### src/proc_config.svh
/*
 * Processor configuration macros
 * Word width, register count, instruction field positions, reset PC
 */
`ifndef PROC_CONFIG_SVH
`define PROC_CONFIG_SVH

`define PROC_XLEN      16   // Data, address and instruction width
`define PROC_NREGS     16   // Architectural registers

// Instruction fields
`define PROC_OPC_MSB   15
`define PROC_OPC_LSB   12
`define PROC_RD_LSB    8    // Destination, also LW/SW data register
`define PROC_RS_LSB    4    // First source, LW/SW base
`define PROC_RT_LSB    0    // Second source, LW/SW offset

`define PROC_RESET_PC  0    // First fetch address
`define PROC_PC_STEP   2    // Byte addressed words

`endif

### src/proc_pkg.sv
/*
 * Processor package
 * Word and register index types, opcode and ALU enums, stage payloads
 */
`default_nettype none
`include "proc_config.svh"

package proc_pkg;

  typedef logic [`PROC_XLEN-1:0]          word_t;
  typedef logic [$clog2(`PROC_NREGS)-1:0] reg_idx_t;

  // Kept subset of the ISA, anything else runs as NOP
  typedef enum logic [3:0] {
    OP_ADD = 4'h0,
    OP_SUB = 4'h1,
    OP_XOR = 4'h2,
    OP_LW  = 4'h8,
    OP_SW  = 4'h9,
    OP_LLB = 4'hA,
    OP_LHB = 4'hB,
    OP_PCS = 4'hE,
    OP_HLT = 4'hF
  } opcode_e;

  typedef enum logic [2:0] {
    ALU_ADD,
    ALU_SUB,
    ALU_XOR,
    ALU_LLB,     // Replace low byte of A
    ALU_LHB,     // Replace high byte of A
    ALU_PASS_B
  } alu_op_e;

  ////////////////////////////////////////////////////////////
  // Stage payloads
  ////////////////////////////////////////////////////////////
  typedef struct packed {
    word_t inst;
    word_t next_pc;
  } if_id_t;

  typedef struct packed {
    word_t    rs_val;
    word_t    rt_val;
    reg_idx_t rs;
    reg_idx_t rt;
    word_t    imm;
    alu_op_e  alu_op;
    logic     imm_sel;    // B operand from imm
    logic     mem_rd;
    logic     mem_wr;
    reg_idx_t rd;
    logic     reg_wr;
    logic     pcs;
    logic     hlt;
    word_t    next_pc;
  } id_ex_t;

  typedef struct packed {
    word_t    result;     // ALU result or data address
    word_t    store_data;
    logic     mem_rd;
    logic     mem_wr;
    reg_idx_t rd;
    logic     reg_wr;
    logic     pcs;
    logic     hlt;
    word_t    next_pc;
  } ex_mem_t;

  typedef struct packed {
    word_t    result;
    word_t    load_data;
    word_t    next_pc;
    reg_idx_t rd;
    logic     reg_wr;
    logic     mem_to_reg;
    logic     pcs;
    logic     hlt;
  } mem_wb_t;

endpackage

`default_nettype wire

### src/pipe_stage_reg.sv
/*
 * Generic pipeline register with advance, bubble and valid bit
 */
`default_nettype none
`timescale 1ns/1ns

module pipe_stage_reg #(
  parameter type payload_t = logic
) (
  input  logic     clk,
  input  logic     arst_n,
  input  logic     advance,   // Whole pipe moves
  input  logic     bubble,    // Insert an empty slot instead of d
  input  payload_t d,
  input  logic     d_valid,
  output payload_t q,
  output logic     q_valid
);

  // Only the valid bit is control state
  always_ff @(posedge clk or negedge arst_n) begin
    if (!arst_n) begin
      q_valid <= 1'b0;
    end else if (advance) begin
      q_valid <= d_valid & ~bubble;
    end
  end

  always_ff @(posedge clk) begin
    if (advance) begin
      q <= d;   // Payload is don't care when invalid
    end
  end

endmodule

`default_nettype wire

### src/fetch_unit.sv
/*
 * Fetch unit
 * PC register, one entry buffer for the fetched word, stop on HLT
 */
`default_nettype none
`timescale 1ns/1ns
`include "proc_config.svh"

module fetch_unit (
  input  logic            clk,
  input  logic            arst_n,
  input  logic            advance,
  input  logic            stall,       // Load-use hold
  input  logic            fetch_done,
  input  proc_pkg::word_t fetch_word,
  output logic            fetch_req,
  output proc_pkg::word_t pc,
  output proc_pkg::word_t fetch_addr,
  output proc_pkg::word_t inst,
  output logic            inst_valid
);
  import proc_pkg::*;

  logic  buf_valid;     // Buffer holds the word at pc
  word_t buf_word;
  logic  halt_fetched;  // HLT seen, no more fetches
  logic  consume;

  // Word leaves the buffer into IF/ID
  assign consume = advance & ~stall & buf_valid;

  assign fetch_req  = ~buf_valid & ~halt_fetched;
  assign fetch_addr = pc;
  assign inst       = buf_valid ? buf_word : '0;  // NOP once drained
  assign inst_valid = buf_valid;

  always_ff @(posedge clk or negedge arst_n) begin
    if (!arst_n) begin
      pc           <= word_t'(`PROC_RESET_PC);
      buf_valid    <= 1'b0;
      halt_fetched <= 1'b0;
    end else begin
      if (consume) begin
        pc        <= pc + word_t'(`PROC_PC_STEP);
        buf_valid <= 1'b0;
      end
      // Only reachable with an empty buffer
      if (fetch_done) begin
        buf_valid <= 1'b1;
        if (fetch_word[`PROC_OPC_MSB:`PROC_OPC_LSB] == OP_HLT) begin
          halt_fetched <= 1'b1;
        end
      end
    end
  end

  always_ff @(posedge clk) begin
    if (fetch_done) begin
      buf_word <= fetch_word;
    end
  end

endmodule

`default_nettype wire

### src/mem_port_arbiter.sv
/*
 * Memory port arbiter
 * Shares one external port between data accesses and fetches
 * Tracks the single outstanding request and routes the answer
 */
`default_nettype none
`timescale 1ns/1ns

module mem_port_arbiter (
  input  logic            clk,
  input  logic            arst_n,
  // Memory stage request
  input  logic            data_req,
  input  logic            data_wr,
  input  proc_pkg::word_t data_addr,
  input  proc_pkg::word_t data_wdata,
  // Fetch request
  input  logic            fetch_req,
  input  proc_pkg::word_t fetch_addr,
  // External memory
  input  logic            mem_data_valid,
  input  proc_pkg::word_t mem_data_in,
  output logic            mem_en,        // One cycle strobe
  output logic            mem_wr,
  output proc_pkg::word_t mem_addr,
  output proc_pkg::word_t mem_data_out,
  // Completion back to requesters
  output logic            data_done,
  output logic            fetch_done,
  output proc_pkg::word_t rdata
);

  typedef enum logic {
    ST_IDLE,
    ST_BUSY
  } state_e;

  state_e state;
  logic   owner_data;   // Outstanding access belongs to the memory stage
  logic   issue;

  // Data wins when both are pending
  assign issue = (state == ST_IDLE) & (data_req | fetch_req);

  ////////////////////////////////////////////////////////////
  // Busy tracker and registered strobe
  ////////////////////////////////////////////////////////////
  always_ff @(posedge clk or negedge arst_n) begin
    if (!arst_n) begin
      state      <= ST_IDLE;
      owner_data <= 1'b0;
      mem_en     <= 1'b0;
      mem_wr     <= 1'b0;
    end else begin
      mem_en <= issue;                      // Falls again next cycle since busy
      mem_wr <= issue & data_req & data_wr;
      case (state)
        ST_IDLE: begin
          if (issue) begin
            state      <= ST_BUSY;
            owner_data <= data_req;
          end
        end
        ST_BUSY: begin
          if (mem_data_valid) begin
            state <= ST_IDLE;
          end
        end
        default: state <= ST_IDLE;
      endcase
    end
  end

  // Address and write data launched with the strobe
  always_ff @(posedge clk) begin
    if (issue) begin
      mem_addr     <= data_req ? data_addr : fetch_addr;
      mem_data_out <= data_wdata;
    end
  end

  // Answer goes to whoever owns the access
  assign data_done  = (state == ST_BUSY) & mem_data_valid & owner_data;
  assign fetch_done = (state == ST_BUSY) & mem_data_valid & ~owner_data;
  assign rdata      = mem_data_in;

endmodule

`default_nettype wire

### src/decode_regfile.sv
/*
 * Decode stage
 * Instruction field split, control decode, 16 entry register file
 */
`default_nettype none
`timescale 1ns/1ns
`include "proc_config.svh"

module decode_regfile (
  input  logic               clk,
  input  logic               arst_n,
  input  proc_pkg::word_t    inst,
  input  logic               inst_valid,
  input  proc_pkg::word_t    next_pc,
  // Write-back port
  input  logic               wb_en,
  input  proc_pkg::reg_idx_t wb_rd,
  input  proc_pkg::word_t    wb_data,
  output proc_pkg::id_ex_t   id_out,
  output proc_pkg::reg_idx_t rs,     // Read indices, also to hazard check
  output proc_pkg::reg_idx_t rt
);
  import proc_pkg::*;

  localparam int IDX_W = $bits(reg_idx_t);

  word_t    regs [`PROC_NREGS];
  opcode_e  opc;
  reg_idx_t f_rd;
  reg_idx_t f_rs;
  reg_idx_t f_rt;
  word_t    off_x2;   // LW/SW offset in bytes
  word_t    imm8;     // LLB/LHB byte

  assign opc  = opcode_e'(inst[`PROC_OPC_MSB:`PROC_OPC_LSB]);
  assign f_rd = inst[`PROC_RD_LSB +: IDX_W];
  assign f_rs = inst[`PROC_RS_LSB +: IDX_W];
  assign f_rt = inst[`PROC_RT_LSB +: IDX_W];

  assign off_x2 = {{(`PROC_XLEN-IDX_W-1){f_rt[IDX_W-1]}}, f_rt, 1'b0};
  assign imm8   = word_t'(inst[7:0]);

  // Register read selection
  always_comb begin
    rs = f_rs;
    rt = f_rt;
    case (opc)
      OP_LLB, OP_LHB: rs = f_rd;   // Old value keeps its other byte
      OP_SW:          rt = f_rd;   // Store source
      default: ;
    endcase
  end

  ////////////////////////////////////////////////////////////
  // Control decode
  ////////////////////////////////////////////////////////////
  always_comb begin
    id_out         = '0;
    id_out.rs      = rs;
    id_out.rt      = rt;
    // Write-before-read bypass
    id_out.rs_val  = (wb_en && wb_rd == rs) ? wb_data : regs[rs];
    id_out.rt_val  = (wb_en && wb_rd == rt) ? wb_data : regs[rt];
    id_out.rd      = f_rd;
    id_out.next_pc = next_pc;
    id_out.alu_op  = ALU_ADD;
    if (inst_valid) begin
      case (opc)
        OP_ADD: begin
          id_out.alu_op = ALU_ADD;
          id_out.reg_wr = 1'b1;
        end
        OP_SUB: begin
          id_out.alu_op = ALU_SUB;
          id_out.reg_wr = 1'b1;
        end
        OP_XOR: begin
          id_out.alu_op = ALU_XOR;
          id_out.reg_wr = 1'b1;
        end
        OP_LLB, OP_LHB: begin
          id_out.alu_op  = (opc == OP_LLB) ? ALU_LLB : ALU_LHB;
          id_out.imm     = imm8;
          id_out.imm_sel = 1'b1;
          id_out.reg_wr  = 1'b1;
        end
        OP_LW, OP_SW: begin
          id_out.alu_op  = ALU_ADD;       // Base plus offset
          id_out.imm     = off_x2;
          id_out.imm_sel = 1'b1;
          id_out.mem_rd  = (opc == OP_LW);
          id_out.mem_wr  = (opc == OP_SW);
          id_out.reg_wr  = (opc == OP_LW);
        end
        OP_PCS: begin
          id_out.alu_op  = ALU_PASS_B;    // Return address through the ALU for forwarding
          id_out.imm     = next_pc;
          id_out.imm_sel = 1'b1;
          id_out.reg_wr  = 1'b1;
          id_out.pcs     = 1'b1;
        end
        OP_HLT:  id_out.hlt = 1'b1;
        default: ;                        // Unknown opcode, NOP
      endcase
    end
  end

  // Register file
  always_ff @(posedge clk or negedge arst_n) begin
    if (!arst_n) begin
      for (int i = 0; i < `PROC_NREGS; i++) begin
        regs[i] <= '0;
      end
    end else if (wb_en) begin
      regs[wb_rd] <= wb_data;
    end
  end

endmodule

`default_nettype wire

### src/execute_fwd.sv
/*
 * Execute stage
 * Operand forwarding, ALU, load/store address and store data
 */
`default_nettype none
`timescale 1ns/1ns
`include "proc_config.svh"

module execute_fwd (
  input  proc_pkg::id_ex_t   id_ex,
  // Forward sources, enables already include valid
  input  logic               ex_mem_fwd_en,
  input  proc_pkg::reg_idx_t ex_mem_rd,
  input  proc_pkg::word_t    ex_mem_val,
  input  logic               mem_wb_fwd_en,
  input  proc_pkg::reg_idx_t mem_wb_rd,
  input  proc_pkg::word_t    wb_val,
  output proc_pkg::ex_mem_t  ex_out
);
  import proc_pkg::*;

  word_t op_a;
  word_t op_b_reg;    // Forwarded rt, also store data
  word_t op_b;
  word_t result;

  // Youngest producer wins
  function automatic word_t fwd(reg_idx_t idx, word_t reg_val);
    if (ex_mem_fwd_en && ex_mem_rd == idx) begin
      return ex_mem_val;
    end
    if (mem_wb_fwd_en && mem_wb_rd == idx) begin
      return wb_val;
    end
    return reg_val;
  endfunction

  always_comb begin
    op_a     = fwd(id_ex.rs, id_ex.rs_val);
    op_b_reg = fwd(id_ex.rt, id_ex.rt_val);
    op_b     = id_ex.imm_sel ? id_ex.imm : op_b_reg;
    case (id_ex.alu_op)
      ALU_ADD: result = op_a + op_b;    // Wraps at 16 bits
      ALU_SUB: result = op_a - op_b;
      ALU_XOR: result = op_a ^ op_b;
      ALU_LLB: result = {op_a[`PROC_XLEN-1:8], op_b[7:0]};
      ALU_LHB: result = {op_b[7:0], op_a[7:0]};
      default: result = op_b;           // PASS_B
    endcase
  end

  assign ex_out.result     = result;
  assign ex_out.store_data = op_b_reg;
  assign ex_out.mem_rd     = id_ex.mem_rd;
  assign ex_out.mem_wr     = id_ex.mem_wr;
  assign ex_out.rd         = id_ex.rd;
  assign ex_out.reg_wr     = id_ex.reg_wr;
  assign ex_out.pcs        = id_ex.pcs;
  assign ex_out.hlt        = id_ex.hlt;
  assign ex_out.next_pc    = id_ex.next_pc;

endmodule

`default_nettype wire

### src/hazard_unit.sv
/*
 * Hazard unit
 * Global advance, load-use stall and ID/EX bubble
 */
`default_nettype none
`timescale 1ns/1ns

module hazard_unit (
  input  logic               ex_is_load,          // Valid LW in ID/EX
  input  proc_pkg::reg_idx_t ex_rd,
  input  proc_pkg::reg_idx_t id_rs,
  input  proc_pkg::reg_idx_t id_rt,
  input  logic               mem_access_pending,  // Unfinished LW/SW in MEM
  input  logic               data_done,
  input  logic               inst_valid,          // Fetch buffer full
  input  logic               halt_fetched,
  output logic               advance,
  output logic               stall,
  output logic               id_ex_bubble
);

  logic mem_ready;
  logic fetch_ready;
  logic load_use;

  assign mem_ready   = ~mem_access_pending | data_done;
  assign fetch_ready = inst_valid | halt_fetched;   // NOPs follow HLT
  assign advance     = mem_ready & fetch_ready;

  // Loaded value not yet available to the next instruction
  assign load_use = ex_is_load & ((ex_rd == id_rs) | (ex_rd == id_rt));

  assign stall        = load_use;             // Holds PC and IF/ID
  assign id_ex_bubble = advance & load_use;

endmodule

`default_nettype wire

### src/proc_core.sv
/*
 * Processor core top level
 * Five stage pipeline, shared memory port, write-back select
 */
`default_nettype none
`timescale 1ns/1ns
`include "proc_config.svh"

module proc_core (
  input  logic            clk,
  input  logic            arst_n,
  input  logic            mem_data_valid,
  input  proc_pkg::word_t mem_data_in,
  output logic            mem_en,
  output logic            mem_wr,
  output proc_pkg::word_t mem_addr,
  output proc_pkg::word_t mem_data_out,
  output logic            hlt,
  output proc_pkg::word_t pc
);
  import proc_pkg::*;

  logic     fetch_req, fetch_done, inst_valid, halt_fetched;
  word_t    fetch_addr, fetch_inst, rdata, load_q;
  logic     data_req, data_done, data_served;
  logic     advance, stall, id_ex_bubble;
  reg_idx_t id_rs, id_rt;
  if_id_t   if_id_d, if_id_q;
  id_ex_t   id_ex_d, id_ex_q;
  ex_mem_t  ex_mem_d, ex_mem_q;
  mem_wb_t  mem_wb_d, mem_wb_q;
  logic     if_id_valid, id_ex_valid, ex_mem_valid, mem_wb_valid;
  logic     wb_en;
  word_t    wb_val;

  ////////////////////////////////////////////////////////////
  // Fetch and memory port
  ////////////////////////////////////////////////////////////
  fetch_unit u_fetch (
    .clk, .arst_n, .advance, .stall, .fetch_done,
    .fetch_word (rdata),
    .fetch_req, .pc, .fetch_addr,
    .inst       (fetch_inst),
    .inst_valid
  );

  // Empty buffer with no request means HLT was fetched
  assign halt_fetched = ~inst_valid & ~fetch_req;

  mem_port_arbiter u_arb (
    .clk, .arst_n, .data_req,
    .data_wr    (ex_mem_q.mem_wr),
    .data_addr  (ex_mem_q.result),
    .data_wdata (ex_mem_q.store_data),
    .fetch_req, .fetch_addr, .mem_data_valid, .mem_data_in,
    .mem_en, .mem_wr, .mem_addr, .mem_data_out,
    .data_done, .fetch_done, .rdata
  );

  assign if_id_d.inst    = fetch_inst;
  assign if_id_d.next_pc = pc + word_t'(`PROC_PC_STEP);

  pipe_stage_reg #(.payload_t(if_id_t)) u_if_id (
    .clk, .arst_n,
    .advance (advance & ~stall), .bubble (1'b0),
    .d (if_id_d), .d_valid (inst_valid), .q (if_id_q), .q_valid (if_id_valid)
  );

  ////////////////////////////////////////////////////////////
  // Decode, hazards, execute
  ////////////////////////////////////////////////////////////
  decode_regfile u_decode (
    .clk, .arst_n,
    .inst (if_id_q.inst), .inst_valid (if_id_valid), .next_pc (if_id_q.next_pc),
    .wb_en, .wb_rd (mem_wb_q.rd), .wb_data (wb_val),
    .id_out (id_ex_d), .rs (id_rs), .rt (id_rt)
  );

  hazard_unit u_hazard (
    .ex_is_load (id_ex_valid & id_ex_q.mem_rd),
    .ex_rd      (id_ex_q.rd),
    .id_rs, .id_rt,
    .mem_access_pending (data_req),
    .data_done, .inst_valid, .halt_fetched,
    .advance, .stall, .id_ex_bubble
  );

  pipe_stage_reg #(.payload_t(id_ex_t)) u_id_ex (
    .clk, .arst_n, .advance, .bubble (id_ex_bubble),
    .d (id_ex_d), .d_valid (if_id_valid), .q (id_ex_q), .q_valid (id_ex_valid)
  );

  // Loads in EX/MEM have no value yet, the stall covers them
  execute_fwd u_execute (
    .id_ex         (id_ex_q),
    .ex_mem_fwd_en (ex_mem_valid & ex_mem_q.reg_wr & ~ex_mem_q.mem_rd),
    .ex_mem_rd     (ex_mem_q.rd),
    .ex_mem_val    (ex_mem_q.result),
    .mem_wb_fwd_en (wb_en),
    .mem_wb_rd     (mem_wb_q.rd),
    .wb_val,
    .ex_out        (ex_mem_d)
  );

  pipe_stage_reg #(.payload_t(ex_mem_t)) u_ex_mem (
    .clk, .arst_n, .advance, .bubble (1'b0),
    .d (ex_mem_d), .d_valid (id_ex_valid), .q (ex_mem_q), .q_valid (ex_mem_valid)
  );

  ////////////////////////////////////////////////////////////
  // Memory stage
  ////////////////////////////////////////////////////////////
  // Finished access stays masked until EX/MEM moves on
  assign data_req = ex_mem_valid & (ex_mem_q.mem_rd | ex_mem_q.mem_wr) & ~data_served;

  always_ff @(posedge clk or negedge arst_n) begin
    if (!arst_n) begin
      data_served <= 1'b0;
    end else if (advance) begin
      data_served <= 1'b0;
    end else if (data_done) begin
      data_served <= 1'b1;   // Waiting on fetch before moving
    end
  end

  always_ff @(posedge clk) begin
    if (data_done) begin
      load_q <= rdata;       // Load word held until advance
    end
  end

  assign mem_wb_d.result     = ex_mem_q.result;
  assign mem_wb_d.load_data  = data_done ? rdata : load_q;
  assign mem_wb_d.next_pc    = ex_mem_q.next_pc;
  assign mem_wb_d.rd         = ex_mem_q.rd;
  assign mem_wb_d.reg_wr     = ex_mem_q.reg_wr;
  assign mem_wb_d.mem_to_reg = ex_mem_q.mem_rd;
  assign mem_wb_d.pcs        = ex_mem_q.pcs;
  assign mem_wb_d.hlt        = ex_mem_q.hlt;

  // Freezes on HLT so hlt stays high
  pipe_stage_reg #(.payload_t(mem_wb_t)) u_mem_wb (
    .clk, .arst_n, .advance (advance & ~hlt), .bubble (1'b0),
    .d (mem_wb_d), .d_valid (ex_mem_valid), .q (mem_wb_q), .q_valid (mem_wb_valid)
  );

  // Write-back select
  assign wb_en  = mem_wb_valid & mem_wb_q.reg_wr;
  assign wb_val = mem_wb_q.mem_to_reg ? mem_wb_q.load_data :
                  mem_wb_q.pcs        ? mem_wb_q.next_pc   :
                                        mem_wb_q.result;
  assign hlt    = mem_wb_valid & mem_wb_q.hlt;

endmodule

`default_nettype wire

### config.mk
export PLATFORM = sky130hd
export DESIGN_NAME = proc_core
export DESIGN_NICKNAME = d
export VERILOG_FILES = /design/src/proc_pkg.sv /design/src/pipe_stage_reg.sv /design/src/fetch_unit.sv /design/src/mem_port_arbiter.sv /design/src/decode_regfile.sv /design/src/execute_fwd.sv /design/src/hazard_unit.sv /design/src/proc_core.sv
export VERILOG_INCLUDE_DIRS = /design/src
export SDC_FILE = /design/constraint.sdc
export NUM_CORES = 1
export LEC_CHECK = 0
export BUFFER_PORTS_ARGS = -buffer_cell sky130_fd_sc_hd__buf_2
export CORE_ASPECT_RATIO = 1.75
export CORE_MARGIN = 2
export CORE_UTILIZATION = 55
export CTS_CLUSTER_SIZE = 30
export DETAILED_ROUTE_END_ITERATION = 10
export PLACE_DENSITY = 0.75
export SLEW_MARGIN = 40
export SYNTH_ARGS = -nofsm -noshare
export SYNTH_HDL_FRONTEND = slang
export SYNTH_SLANG_ARGS = --single-unit
### constraint.sdc
create_clock -name clk -period 16.3 [get_ports clk]
set_input_delay 2.445 -clock clk [delete_from_list [all_inputs] [get_ports clk]]
set_output_delay 2.445 -clock clk [all_outputs]
set_load 0.01 [all_outputs]
==> impl_metrics.yaml <==
run_status:
  status: "completed"
yosys:
  syn_avg_cell_area_um2: 9.19
  async_flop_share_pct: 49.3
  ys_ff_latch: 572
  synthCells: 3097
  synthesis.nets: 3134
  synth_edf_count: 274
  yosys_warnings: 0
  syn-cell-area_um2: 28500
  synth_flop_cell: "dfrtp_1"
  synth_cell_type_count: 79
  seq_area_frac_synth_pct: 54.8
sta:
  fin_crit_sh_pct: 37.3
  max_slew_margin_pct: 41.2
  setup_viol: 0
  fmax_ghz: 0.164
  maxSlewViolCount: 0
  rsz0062_at_grt: "false"
  fin_tns_setup_ps: 0
  worst_clock_skew_ps: 19.9
  hold_violations: 0
  fin_hold_ws_ps: 414
  tightest_slew_ps: 880
  period_needed_ps: 6080
grt:
  grtUsageMet3_pct: 4.37
  grt_pass1_wl_um: 135000
  grt_util_met1_pct: 39.1
  grt-ovfl-total: 0
  grt_usage_pct: 32.9
  grt_pass1_vias: 22888
  antenna_found_initial: 3
  use_met2_pct: 55.3
  gr-max-usage-layer: "met2"
  grt_max_degree: 128
route:
  first_pass_iters: 6
  dr_total_vias: 23921
  viasPerCell: 6.38
  drt_iter0_markers: 3010
  finalWirelength_um: 89300
  ant_nets: 0
  drc: 0
  wire_per_inst_um: 23.8
finish:
  seqCellArea_um2: 15600
  multi_input_area_um2: 11800
  final_nets: 3071
  nFillCells: 4125
  area_growth_pct: 9.50
  drive_gt1_share_pct: 9.36
die:
  start_util_pct: 55.4
  die_height_um: 305
  rows: 110
  dieWidth_um: 176
  die-area_um2: 53700
  coreArea_um2: 51300
  ios: 70
worst_setup_path:
  arrival_ps: 6530
  critPathKind: "register to register"
  cp_max_fo: 22
  critPathCaptureType: "register"
  required_ps: 16750
  worst_setup_path_start_kind: "register"
clocking:
  hold_buffers: 0
  clk_latency_ps: 600
  ctsRootBufferMaster: "clkbuf_16"
  clock-sinks: 572
  htree_levels: 2
  cts_tree: "done"
  numCtsBuffers: 50
  cts_resized: 0
  cts_buffer_depth: 3
  clkTransAtPathRegs_ps: 70
  post_cts_buffers: 0
flow_run:
  maxCapViolCount: 0
placed_design:
  port_buffers: 68
  hpwl_um: 56200
  gp_congestion: 0.976
worst_hold_path:
  hold_path.class: "register to register"
[cells in the mapped netlist (17+ instances only)]
cell      number  area, µm²
a31oi_1       48        300
ha_1          17        213
nor3_1        28        140
a311oi_1      71        622
mux2_2        31        349
and2_1        26        163
buf_2         26        130
inv_1         40        150
and3_1        48        300
clkbuf_1     199        747
nand2_1      934       3510
mux2i_1       37        370
o21ai_0      344       1720
xnor2_1       57        499
dfrtp_1      282       7060
edfxtp_1     274       8230
nand3_1      279       1400
xor2_1        28        245
nor2_1        66        248
or3_1         19        119
a21oi_1       48        240
[stage by stage]
| stage | instance area, µm² | cells | util (%) | setup slack [ps] |
|---|---|---|---|---|
| 2_1_floorplan | 28500 | 3097 | - | 8820 |
| 5_1_grt | 31200 | 3751 | 60.7 | 9870 |
| 4_1_cts | 31100 | 3745 | 60.5 | 10630 |
| 3_3_place_gp | 29200 | 3648 | 57.0 | 10530 |
| 6_report | 31200 | 3752 | 60.7 | 10220 |
| 3_5_place_dp | 29300 | 3651 | 57.1 | 10420 |
[layout by cell type, fill, tap and decap left out, types with 9 or more instances in the layout]
cell,Yosys,final
buf_4,2,54
clkinv_2,0,9
mux2i_1,37,31
buf_2,26,67
and3_1,48,48
nor2_1,66,64
nor3_1,28,28
a311oi_1,71,70
clkbuf_16,0,53
or3_1,19,19
xor2_1,28,28
o21ai_0,344,344
a21oi_1,48,47
dfxtp_1,16,16
nand2_1,934,933
and2_1,26,26
mux2_2,31,31
clkbuf_1,199,10
a21o_1,13,13
nand3_1,279,276
clkbuf_8,0,11
dfrtp_1,282,282
ha_1,17,17
inv_1,40,35
xnor2_1,57,57
edfxtp_1,274,274
a31oi_1,48,48
[worst max-delay path: stages, from the launching register on]
cell and delay [ps]:
edfxtp_1 580, xnor2_1 240, nand3_1 550, o21ai_0 490, a311oi_1 190, a2111oi_2 710
nand3_1 400, o21ai_0 460, xnor2_1 180, ha_1 420, a21o_1 180, a21o_1 180
a22oi_1 220, nand3_1 200, a2111oi_0 520, o31ai_1 160, o2111a_1 170, nand2_1 80
[kinds of logic after synthesis]
family | count (synthesis) | synth area share [%]
muxes | 72 | 2.73
DFF | 572 | 54.8
and+or+nand+nor | 1440 | 21.7
other | 1 | 0.0132
AOI/OAI and AO/OA | 615 | 13.1
buffers and inverters | 294 | 4.13
xor gates and xnor gates | 85 | 2.62
adders and majority gates | 18 | 0.818
[final timing paths]
kind                                from                 end  slack, ps  depth (start not counted)
min reg2reg                u_id_ex.q[17]      u_ex_mem.q[17]        410                          0
min in group asynchronous         arst_n    u_decode.regs[3]       1760                          1
max in group asynchronous         arst_n  u_decode.regs[214]      13220                          3
min                        u_id_ex.q[17]      u_ex_mem.q[17]        410                          0
max                        u_mem_wb.q[5]      u_ex_mem.q[56]      10220                         17
max reg2reg                u_mem_wb.q[5]      u_ex_mem.q[56]      10220                         17
[layout make-up]
type,instances,area share (%)
flip-flops and latches,572,50.1
well taps,672,2.70
clock inverters,19,0.739
clock buffers,75,4.89
diodes,4,0.0321
multi-input cells,2231,37.9
inverters,46,0.582
repair buffers,133,3.05
[registers in the layout, indices dropped and copies added, names as in the netlist]
| signal | cells |
|---|---|
| u_mem_wb.q_valid | 1 |
| u_id_ex.q_valid | 1 |
| load_q | 16 |
| u_fetch.fetch_addr | 15 |
| u_arb.owner_data | 1 |
| u_fetch.inst_valid | 1 |
| u_if_id.q | 31 |
| data_served | 1 |
| u_arb.mem_addr | 16 |
| u_mem_wb.q | 55 |
| u_arb.state | 1 |
| u_decode.regs | 256 |
| u_arb.mem_en | 1 |
| u_arb.mem_wr | 1 |
| u_ex_mem.q_valid | 1 |
| u_id_ex.q | 84 |
| u_fetch.buf_word | 16 |
| u_fetch.halt_fetched | 1 |
| u_arb.mem_data_out | 16 |
| u_if_id.q_valid | 1 |
| u_ex_mem.q | 56 |
[routing by layer]
layer	vias to the layer above	share of wire [%]
li1	10677	-
met1	11440	34
met2	1425	49
met3	379	8.3
met4	0	8.0
met5	-	0
Power is not shown: default switching activity piles up to over one toggle a cycle in this logic, so the estimate is an artifact.
